## config.mk

```make
export PLATFORM = sky130hd
export DESIGN_NAME = gw_top
export DESIGN_NICKNAME = d
export VERILOG_FILES = /design/src/design/gw_bus_pkg.sv /design/src/design/gw_wire_pkg.sv /design/src/design/local_bus_if.sv /design/src/design/gw_top.sv /design/src/design/reg_bank.sv /design/src/design/mem_gateway.sv /design/src/design/beat_delay.sv
export VERILOG_INCLUDE_DIRS = /design/src /design/src/design
export SDC_FILE = /design/constraint.sdc
export NUM_CORES = 1
export LEC_CHECK = 0
export BUFFER_PORTS_ARGS = -buffer_cell sky130_fd_sc_hd__buf_2
export CAP_MARGIN = 20
export CORE_MARGIN = 8
export CORE_UTILIZATION = 60
export DETAILED_ROUTE_END_ITERATION = 8
export GPL_TIMING_DRIVEN = 1
export PLACE_DENSITY = 0.79
export SLEW_MARGIN = 20
export SYNTH_ARGS = -nofsm -noshare
export SYNTH_HDL_FRONTEND = slang
export SYNTH_SLANG_ARGS = --single-unit
export TNS_END_PERCENT = 5
```

## constraint.sdc

```tcl
create_clock -name clk -period 8.15 [get_ports clk]
set_clock_uncertainty 0.15 [all_clocks]
set_input_delay 2.0375 -clock clk [delete_from_list [all_inputs] [get_ports clk]]
set_output_delay 2.0375 -clock clk [all_outputs]
set_load 0.02 [all_outputs]
```

## src/design/gw_config.svh

```systemverilog
/*
 * build-time settings of the UDP memory gateway: read latency on the
 * local bus, total packet turnaround, burst support and the size of
 * the register bank
 */
`ifndef GW_CONFIG_SVH
`define GW_CONFIG_SVH

// cycles from a read strobe to the capture of data_in, at least 1
`define READ_PIPE_LEN 4

// cycles from an input byte to its reply byte, at least READ_PIPE_LEN+5
`define N_LAT 9

// set to 1 to accept repeat words that start an auto-increment burst
`define ENABLE_BURSTS 1

// number of 32-bit words in the register bank
`define REG_WORDS 16

`endif
```

## src/design/gw_bus_pkg.sv

```systemverilog
/*
 * types of the local register bus behind the gateway: address and data
 * words, and the index into the register bank
 */
`include "gw_config.svh"

package gw_bus_pkg;

	// the bus keeps the 24-bit address of the control word
	typedef logic [23:0] bus_addr_t;

	// all transfers are full 32-bit words
	typedef logic [31:0] bus_data_t;

	// enough bits to select one register of the bank, 4 for 16 words
	typedef logic [$clog2(`REG_WORDS)-1:0] reg_index_t;

endpackage

```

## src/design/gw_wire_pkg.sv

```systemverilog
/*
 * on-the-wire formats of the memory gateway: the big-endian control word
 * that precedes each data word, and the reply beat sent back to the host
 */
package gw_wire_pkg;

	// one byte of the client stream
	typedef logic [7:0] wire_byte_t;

	// bytes of sequence number or nonce ahead of the first operation
	localparam int pad_bytes = 8;

	// a repeat word carries its count in the low bits of the address field
	localparam int repeat_bits = 9;

	// control word, the first half of every 8-byte operation
	typedef struct packed {
		logic [1:0]  spare;
		logic        repeat_flag;
		logic        read_flag;
		logic [3:0]  rsvd;
		logic [23:0] addr;
	} ctrl_word_t;

	// reply byte, active marks the bytes that belong to a packet
	typedef struct packed {
		logic       active;
		wire_byte_t data;
	} tx_beat_t;

endpackage

```

## src/design/local_bus_if.sv

```systemverilog
/*
 * local register bus between gateway and register bank
 * strobe pulses once per operation, addr, data_out and rd are levels
 * that hold until the next operation, and rd_valid marks the cycle in
 * which the target must present read data on data_in
 */
`timescale 1ns/10ps

interface local_bus_if;

	gw_bus_pkg::bus_addr_t addr;
	gw_bus_pkg::bus_data_t data_out;
	gw_bus_pkg::bus_data_t data_in;
	logic                  rd;
	logic                  strobe;
	logic                  write;
	logic                  rd_valid;

	// the gateway owns the bus and reads back rd_valid for its own capture
	modport master (
		output addr,
		output data_out,
		output rd,
		output strobe,
		output write,
		output rd_valid,
		input  data_in
	);

	// the register bank only answers
	modport target (
		input  addr,
		input  data_out,
		input  rd,
		input  strobe,
		input  write,
		output data_in
	);

endinterface

```

## src/design/gw_top.sv

```systemverilog
/*
 * memory gateway subsystem, the packet parser in front of a small
 * register bank, joined by one local bus
 */
`timescale 1ns/10ps

module gw_top (
	input  logic        clk,
	input  logic        rst_n,
	input  logic [10:0] len_c,
	input  logic [7:0]  idata,
	input  logic        raw_l,
	input  logic        raw_s,
	output logic [7:0]  odata,
	output logic        oactive,
	output logic        prefill
);

	local_bus_if bus_if ();

	// stream side, drives the bus
	mem_gateway u_gateway (
		.clk     (clk),
		.rst_n   (rst_n),
		.len_c   (len_c),
		.idata   (idata),
		.raw_l   (raw_l),
		.raw_s   (raw_s),
		.odata   (odata),
		.oactive (oactive),
		.prefill (prefill),
		.bus     (bus_if.master)
	);

	// registers that answer reads and writes
	reg_bank u_bank (
		.clk   (clk),
		.rst_n (rst_n),
		.bus   (bus_if.target)
	);

endmodule

```

## src/design/reg_bank.sv

```systemverilog
/*
 * register bank on the local bus
 * REG_WORDS words selected by the low address bits, anything above that
 * range reads zero and drops writes, read data comes back READ_PIPE_LEN
 * cycles after the strobe
 */
`timescale 1ns/10ps
`include "gw_config.svh"

module reg_bank (
	input  logic        clk,
	input  logic        rst_n,
	local_bus_if.target bus
);

	localparam int RPL = `READ_PIPE_LEN;
	localparam int IDX_W = $bits(gw_bus_pkg::reg_index_t);
	localparam int ADDR_W = $bits(gw_bus_pkg::bus_addr_t);

	gw_bus_pkg::bus_data_t  regs [`REG_WORDS];
	gw_bus_pkg::bus_data_t  rd_pipe [RPL];
	gw_bus_pkg::reg_index_t idx;
	logic                   in_range;

	assign idx = bus.addr[IDX_W-1:0];
	// every address bit above the index must be clear
	assign in_range = ~|bus.addr[ADDR_W-1:IDX_W];

	// writes land on the edge that samples the strobe
	always_ff @(posedge clk or negedge rst_n) begin
		if (!rst_n) begin
			for (int i = 0; i < `REG_WORDS; i++) begin
				regs[i] <= '0;
			end
		end else if (bus.write && in_range) begin
			regs[idx] <= bus.data_out;
		end
	end

	// the first stage samples the register at the strobe, the rest only wait
	always_ff @(posedge clk) begin
		if (bus.strobe && bus.rd && in_range) begin
			rd_pipe[0] <= regs[idx];
		end else begin
			rd_pipe[0] <= '0;
		end
		for (int i = 1; i < RPL; i++) begin
			rd_pipe[i] <= rd_pipe[i-1];
		end
	end

	// last stage lines up with rd_valid from the gateway
	assign bus.data_in = rd_pipe[RPL-1];

endmodule

```

## src/design/mem_gateway.sv

```systemverilog
/*
 * UDP payload to local bus gateway
 * skips the padding, splits the rest into control and data words, issues
 * one bus operation per data word (more with a repeat word) and sends
 * the stream back N_LAT cycles later with read data spliced in
 */
`timescale 1ns/10ps
`include "gw_config.svh"

module mem_gateway (
	input  logic                    clk,
	input  logic                    rst_n,
	input  logic [10:0]             len_c,
	input  gw_wire_pkg::wire_byte_t idata,
	input  logic                    raw_l,
	input  logic                    raw_s,
	output gw_wire_pkg::wire_byte_t odata,
	output logic                    oactive,
	output logic                    prefill,
	local_bus_if.master             bus
);

	localparam int RPL = `READ_PIPE_LEN;
	localparam int PAD_WORDS = gw_wire_pkg::pad_bytes / 4;
	localparam int PAD_W = $clog2(PAD_WORDS + 1);
	// the first reply byte reaches the osr output this many cycles after sof
	localparam int LEAD = RPL + 4;
	localparam int LEAD_W = $clog2(LEAD + 1);
	localparam logic BURSTS = (`ENABLE_BURSTS != 0);

	gw_wire_pkg::wire_byte_t pdata;
	gw_wire_pkg::tx_beat_t   xbeat;
	gw_wire_pkg::tx_beat_t   obeat;
	gw_wire_pkg::ctrl_word_t next_ctrl;
	gw_wire_pkg::ctrl_word_t ctrl_r;
	gw_bus_pkg::bus_data_t   data_r;
	gw_bus_pkg::bus_data_t   osr;
	logic [31:0]             next_isr;
	logic [23:0]             isr;
	logic [1:0]              c4;
	logic [PAD_W-1:0]        pad_cnt;
	logic [gw_wire_pkg::repeat_bits-1:0] repeat_count;
	logic                    body;
	logic                    data_phase;
	logic                    inc_address;
	logic                    do_op;
	logic                    word_done;
	logic                    op_word;
	logic                    set_repeat;
	logic                    read_op;
	logic [RPL-1:0]          rd_marks;
	logic                    raw_s_r;
	logic                    raw_l_r;
	logic [10:0]             len_r;
	logic [LEAD_W-1:0]       lead_cnt;
	logic [10:0]             tx_left;

	// input bytes wait here while the word around them is being read
	beat_delay #(
		.beat_t (gw_wire_pkg::wire_byte_t),
		.length (RPL + 1)
	) u_align (
		.clk   (clk),
		.rst_n (rst_n),
		.din   (idata),
		.dout  (pdata)
	);

	// big-endian word assembly, the newest byte is the low byte
	assign next_isr = {isr, idata};
	assign next_ctrl = gw_wire_pkg::ctrl_word_t'(next_isr);
	assign word_done = raw_s & (&c4);
	assign op_word = body & word_done;
	// a repeat word only counts where a control word is expected
	assign set_repeat = ~data_phase & next_ctrl.repeat_flag & BURSTS;

	// parser state, dropping raw_s returns it to the padding
	always_ff @(posedge clk or negedge rst_n) begin
		if (!rst_n) begin
			c4 <= 2'd0;
			pad_cnt <= '0;
			body <= 1'b0;
			data_phase <= 1'b0;
			repeat_count <= '0;
			inc_address <= 1'b0;
			do_op <= 1'b0;
		end else begin
			c4 <= raw_s ? c4 + 2'd1 : 2'd0;
			if (!raw_s) begin
				pad_cnt <= '0;
				body <= 1'b0;
				data_phase <= 1'b0;
				repeat_count <= '0;
				inc_address <= 1'b0;
			end else if (word_done && !body) begin
				if (pad_cnt == PAD_W'(PAD_WORDS - 1)) begin
					body <= 1'b1;
				end else begin
					pad_cnt <= pad_cnt + 1'b1;
				end
			end else if (op_word) begin
				inc_address <= 1'b0;
				if (set_repeat) begin
					// the count includes the first operation
					repeat_count <= next_ctrl.addr[gw_wire_pkg::repeat_bits-1:0] - 1'b1;
				end else if (!data_phase) begin
					data_phase <= 1'b1;
				end else if (|repeat_count) begin
					// stay in the data phase and step the address next word
					repeat_count <= repeat_count - 1'b1;
					inc_address <= 1'b1;
				end else begin
					data_phase <= 1'b0;
				end
			end
			do_op <= op_word & data_phase;
		end
	end

	// control and data words of the current operation
	always_ff @(posedge clk) begin
		isr <= next_isr[23:0];
		if (op_word) begin
			if (!data_phase && !set_repeat) begin
				ctrl_r <= next_ctrl;
			end else if (data_phase) begin
				data_r <= next_isr;
			end
			if (inc_address) begin
				ctrl_r.addr <= ctrl_r.addr + 1'b1;
			end
		end
	end

	assign bus.addr = ctrl_r.addr;
	assign bus.data_out = data_r;
	assign bus.rd = ctrl_r.read_flag;
	assign bus.strobe = do_op;
	assign bus.write = do_op & ~ctrl_r.read_flag;

	// every read in flight leaves a marker that arrives with its data
	assign read_op = do_op & ctrl_r.read_flag;

	always_ff @(posedge clk or negedge rst_n) begin
		if (!rst_n) begin
			rd_marks <= '0;
		end else begin
			rd_marks[0] <= read_op;
			for (int i = 1; i < RPL; i++) begin
				rd_marks[i] <= rd_marks[i-1];
			end
		end
	end

	assign bus.rd_valid = rd_marks[RPL-1];

	// the read result replaces exactly the four echoed data bytes
	always_ff @(posedge clk) begin
		if (bus.rd_valid) begin
			osr <= bus.data_in;
		end else begin
			osr <= {osr[23:0], pdata};
		end
	end

	// reply framing, len_c bytes starting LEAD+1 cycles after the first byte
	always_ff @(posedge clk or negedge rst_n) begin
		if (!rst_n) begin
			raw_s_r <= 1'b0;
			len_r <= '0;
			lead_cnt <= '0;
			tx_left <= '0;
		end else begin
			raw_s_r <= raw_s;
			if (raw_s && !raw_s_r) begin
				len_r <= len_c;
				lead_cnt <= LEAD_W'(LEAD);
			end else if (|lead_cnt) begin
				lead_cnt <= lead_cnt - 1'b1;
			end
			if (lead_cnt == LEAD_W'(1)) begin
				tx_left <= len_r;
			end else if (|tx_left) begin
				tx_left <= tx_left - 1'b1;
			end
		end
	end

	assign xbeat.active = |tx_left;
	// idle cycles send zero instead of whatever is left in osr
	assign xbeat.data = xbeat.active ? osr[31:24] : '0;

	// line up with the other clients of the packet engine
	beat_delay #(
		.beat_t (gw_wire_pkg::tx_beat_t),
		.length (`N_LAT - RPL - 5)
	) u_finale (
		.clk   (clk),
		.rst_n (rst_n),
		.din   (xbeat),
		.dout  (obeat)
	);

	assign odata = obeat.data;
	assign oactive = obeat.active;

	// one pulse on the rising edge of raw_l
	always_ff @(posedge clk or negedge rst_n) begin
		if (!rst_n) begin
			raw_l_r <= 1'b0;
			prefill <= 1'b0;
		end else begin
			raw_l_r <= raw_l;
			prefill <= raw_l & ~raw_l_r;
		end
	end

endmodule

```

## src/design/beat_delay.sv

```systemverilog
/*
 * fixed delay line of registers, the payload type is a parameter so the
 * same chain carries raw stream bytes and flagged reply beats
 */
`timescale 1ns/10ps

module beat_delay #(
	parameter type beat_t = logic [7:0],
	parameter int  length = 1
) (
	input  logic  clk,
	input  logic  rst_n,
	input  beat_t din,
	output beat_t dout
);

	generate
		if (length == 0) begin : g_pass
			// a zero length only shows up when N_LAT sits at its minimum
			assign dout = din;
		end else begin : g_chain
			beat_t stage [length];

			always_ff @(posedge clk or negedge rst_n) begin
				if (!rst_n) begin
					for (int i = 0; i < length; i++) begin
						stage[i] <= '0;
					end
				end else begin
					stage[0] <= din;
					for (int i = 1; i < length; i++) begin
						stage[i] <= stage[i-1];
					end
				end
			end

			assign dout = stage[length-1];
		end
	endgenerate

endmodule

```

==> results.md <==
Outcome:
- The run finished with clean final reports.

Setup path:
- The critical path is of the flop to output port type.
- The capturing element type of the critical path is an output port.
- The maximum fanout count along the critical path is 18.
- Walking the worst path, the cells encountered are inv_1, ha_1, or4b_2, nor4_4, nor2b_1, buf_2.
- The slowest library cell on the worst path is nor4_4.
- The signal arrival time at the worst endpoint is 3.11 ns.
- The required time at the endpoint of the critical path is 5.96 ns.
- The stage delay of the slowest cell on the critical path is 0.76 ns.
- STA classifies the critical path startpoint as a flop.

Floorplanning:
- The floorplan step set the die width to roughly 250 um.
- The initial utilization of the core area, before any placement, comes to 0.609.
- From bottom edge to top edge, the die measures 253 um.
- The die footprint is 63,800 um2.
- The floorplan has 86 rows.
- The area of the core is 55,200 um2.
- During I/O placement, the number of pins put on the boundary was 33.

Clock network:
- Clock-pin slew was measured on the worst setup and hold paths at 0.06 ns.
- Buffers inserted during clock tree synthesis total just over 80.
- The total setup buffers inserted after CTS is 0.
- CTS placed an instance of clkbuf_16 at the clock tree root.
- The TritonCTS clock tree is built.
- The source-to-sink clock delay at the later pin of the worst-skew pair is 0.62 ns.
- The post-CTS resize count is 0.
- In this run the deepest clock path goes through 3 buffers.
- The hold buffer count at CTS is 0.
- The clock net in this run drives a total of 843 sinks.
- The number of H-tree branching levels is 3.

Timing:
- Setup violations remaining at the end of the flow were counted as 0.
- The final period utilization is 0.650.
- The worst path needs 5.30 ns of the cycle, external delays included.
- At the pin with the least slew margin, the transition time is 0.988 ns.
- For this run, the top clock speed supported by timing is 189 MHz.
- Setup repair after global routing left no endpoint under its margin.
- The total count of max-transition violations in the final report was 0.
- The worst-case headroom to the max-slew limit is 0.341.
- The total negative setup slack is 0 ns.
- The number of hold violations in the final report came to 0.

Global route:
- In the global route stage, overall resource usage came out at 0.240.
- After global routing the overflow that remains totals 0.
- The maximum number of pins on one net before global-route repair is 178.
- The wire length of the first global-routing pass is approximately 120 mm.
- The initial antenna violation count is 1.
- The number of global-route vias before repair is 19,406.

Placement:
- At the end of routability-driven placement, the weighted congestion stood at 0.845.
- The count of buffers from port buffering is 32.
- Detailed placement ended at an HPWL of approximately 42 mm.

Yosys:
- The number of nets handed over by synthesis was 2,129.
- By area the synthesized netlist is led by dfrtp_1 45%, mux2_2 18%, dfxtp_1 11%.
- The number of different library cells used by synthesis comes to 63.
- The proportion of netlist area held by the largest area contributor is 0.448.
- The dominant synthesized flop cell is dfrtp_1.
- The post-synthesis register bit count is 843.
- Summed over all instances, the cell type with the most area after synthesis is dfrtp_1.
- The sequential cell area fraction in the yosys report is 0.609.
- The average footprint of a synthesized cell is between 15 and 20 um2.
- In this run the cell area of the synthesized design comes to 33,600 um2.
- For this run, the number of Yosys warnings is 0.
- The post-synthesis cell count is 2,096.
- The number of enable flip-flop cells after synthesis is 57.
- The async set-or-reset flop fraction in the synthesized netlist is 0.714.

Power and ir drop:
- The proportion of power drawn by flip-flops and latches is 0.506.
- Of the total power, combinational logic draws 0.033.
- The design internal power is 6760 uW.
- The leakage power of the design is 0.0172 uW.
- Power spread over the standard cell area amounts to about 230 nW/um2.
- Power comes to around 8600 uW.
- In this run the power spent charging and discharging nets is 1840 uW.
- VDD sags by at most 0.000174 V.
- Of the total power, the share spent switching nets is 0.214.
- Of the total power, the clock network draws 0.461.

Detailed routing:
- The remaining number of nets flagged by the antenna check after routing is 0.
- The first detailed-routing pass ran for 5 iterations.
- The final layout contains routed wiring with a total length of 74.3 mm.
- Dividing the detail-routed wire length by the instance count gives 25.5 um.
- Dividing the detail-routed via count by the number of cells gives 6.18.
- The post-route DRC violation count is 0.
- The violation count after the first detailed-route iteration is 1,480.
- The routed via count is 18,001.

Run:
- The tool flagged a number of max-cap violations equal to 0.

Final layout:
- In the final layout, the share of cells above drive strength 1 is 0.428.
- The number of nets in the layout is about 2,100.
- The library cell used most frequently in the layout, excluding fill and tap cells, is dfrtp_1.
- Leaving out fill and tap cells, the most frequent cells in the layout are 602 x dfrtp_1, 533 x mux2_2, 184 x dfxtp_1.
- The relative area change from synthesis to final layout is 10.6%.
- The number of diodes is 0.

Worst hold path:
- The path class of the tightest hold or removal check is flop to flop.
[layer usage]
| metal | GRT usage | vias to the layer above | routed length [um] |
|---|---|---|---|
| met1 | 0.324 | 9551 | 31100 |
| met5 | 0 | - | 0 |
| li1 | - | 7696 | - |
| met4 | 0.0899 | 0 | 2730 |
| met2 | 0.391 | 563 | 36400 |
| met3 | 0.0415 | 191 | 3930 |
[synth_stat cells (all sizes together), types with 3 or more instances]
| master | number |
|---|---|
| clkbuf | 76 |
| o31ai | 8 |
| nor4 | 19 |
| inv | 16 |
| and3 | 35 |
| xnor2 | 19 |
| nand2 | 35 |
| buf | 75 |
| nand2b | 10 |
| nand3 | 13 |
| nor2b | 16 |
| or4b | 3 |
| and2 | 4 |
| dfxtp | 184 |
| a21oi | 34 |
| mux2i | 6 |
| mux4 | 160 |
| nor3 | 25 |
| or4 | 3 |
| o21ai | 17 |
| and4 | 4 |
| xor2 | 11 |
| nor2 | 51 |
| ha | 10 |
| or3 | 8 |
| mux2 | 562 |
| edfxtp | 57 |
| a211oi | 3 |
| nand4 | 5 |
| dfrtp | 602 |
[critical path: cells and delay by family (launching register included)]
family                     cells  cell delay (ns)
and+or+nand+nor                3             1.57
DFF                            1             0.40
buffers and inverters          2             0.30
adders and majority gates      1             0.22
[metrics by stage]
step / utilization / cells / hold WS, ns / setup slack (ns) / area, um2
final: 0.674 / 2914 / 0.173 / 2.85 / 37200
after global placement: 0.622 / 2760 / 0.160 / 3.58 / 34300
after detailed placement: 0.622 / 2760 / 0.162 / 3.49 / 34300
after floorplan: - / 2096 / 0.160 / 3.79 / 33600
after CTS: 0.673 / 2913 / 0.166 / 2.81 / 37200
after global routing: 0.674 / 2914 / 0.178 / 2.69 / 37200
[sequential cells by signal, summed over array words and instances (netlist names), 4 cells and up]
signal                           count
u_gateway.isr                       24
u_gateway.repeat_count               9
u_gateway.bus.data_out              32
u_gateway.rd_marks                   4
u_gateway.osr                       32
u_bank.regs                        512
u_gateway.u_align.dout               8
u_gateway.bus.addr                  24
u_bank.rd_pipe                     128
u_gateway.tx_left                   11
u_gateway.u_align.g_chain.stage     32
u_gateway.lead_cnt                   4
u_gateway.len_r                     11
[worst paths after layout]
kind | start | endpoint | slack [ns] | cells after the start
hold / removal | u_bank.rd_pipe[1][0] | u_bank.rd_pipe[2][0] | 0.17 | 0
setup reg to reg | u_gateway.bus.addr[0] | u_bank.regs[218] | 3.98 | 7
setup / recovery | u_gateway.tx_left[0] | odata[5] | 2.85 | 6
max in group asynchronous | rst_n | u_bank.regs[8] | 4.97 | 2
min in group asynchronous | rst_n | u_gateway.raw_l_r | 1.32 | 1
hold reg to reg | u_bank.rd_pipe[1][0] | u_bank.rd_pipe[2][0] | 0.17 | 0
[kinds of logic after synthesis]
group                    count (synthesis)  share of synthesized area
adder cells (fa/ha/maj)                 10                    0.00372
flip-flops                             843                      0.609
AND/OR/NAND/NOR                        241                     0.0445
buffers and inverters                  168                     0.0242
multiplexers                           728                      0.297
AO/OA/AOI/OAI                           76                     0.0136
XOR/XNOR                                30                    0.00782
[power by group through the flow]
stage / clock network (uW) / registers, uW / logic, uW
finish: 3960 / 4350 / 283
global route: 4200 / 4350 / 321
CTS: 4030 / 4350 / 289
detailed placement: 0 / 4430 / 287
global placement: 0 / 4420 / 272
floorplan: 0 / 4410 / 170
[layout make-up]
type / count / area (um2)
timing repair buffer: 68 / 507
clock inverter: 33 / 383
fill: 3593 / 18000
inverter: 17 / 63.8
tap: 748 / 936
multi-input combinational: 1085 / 12400
clock buffer: 120 / 2470
sequential: 843 / 20500
Power figures use the tool's default switching activity.
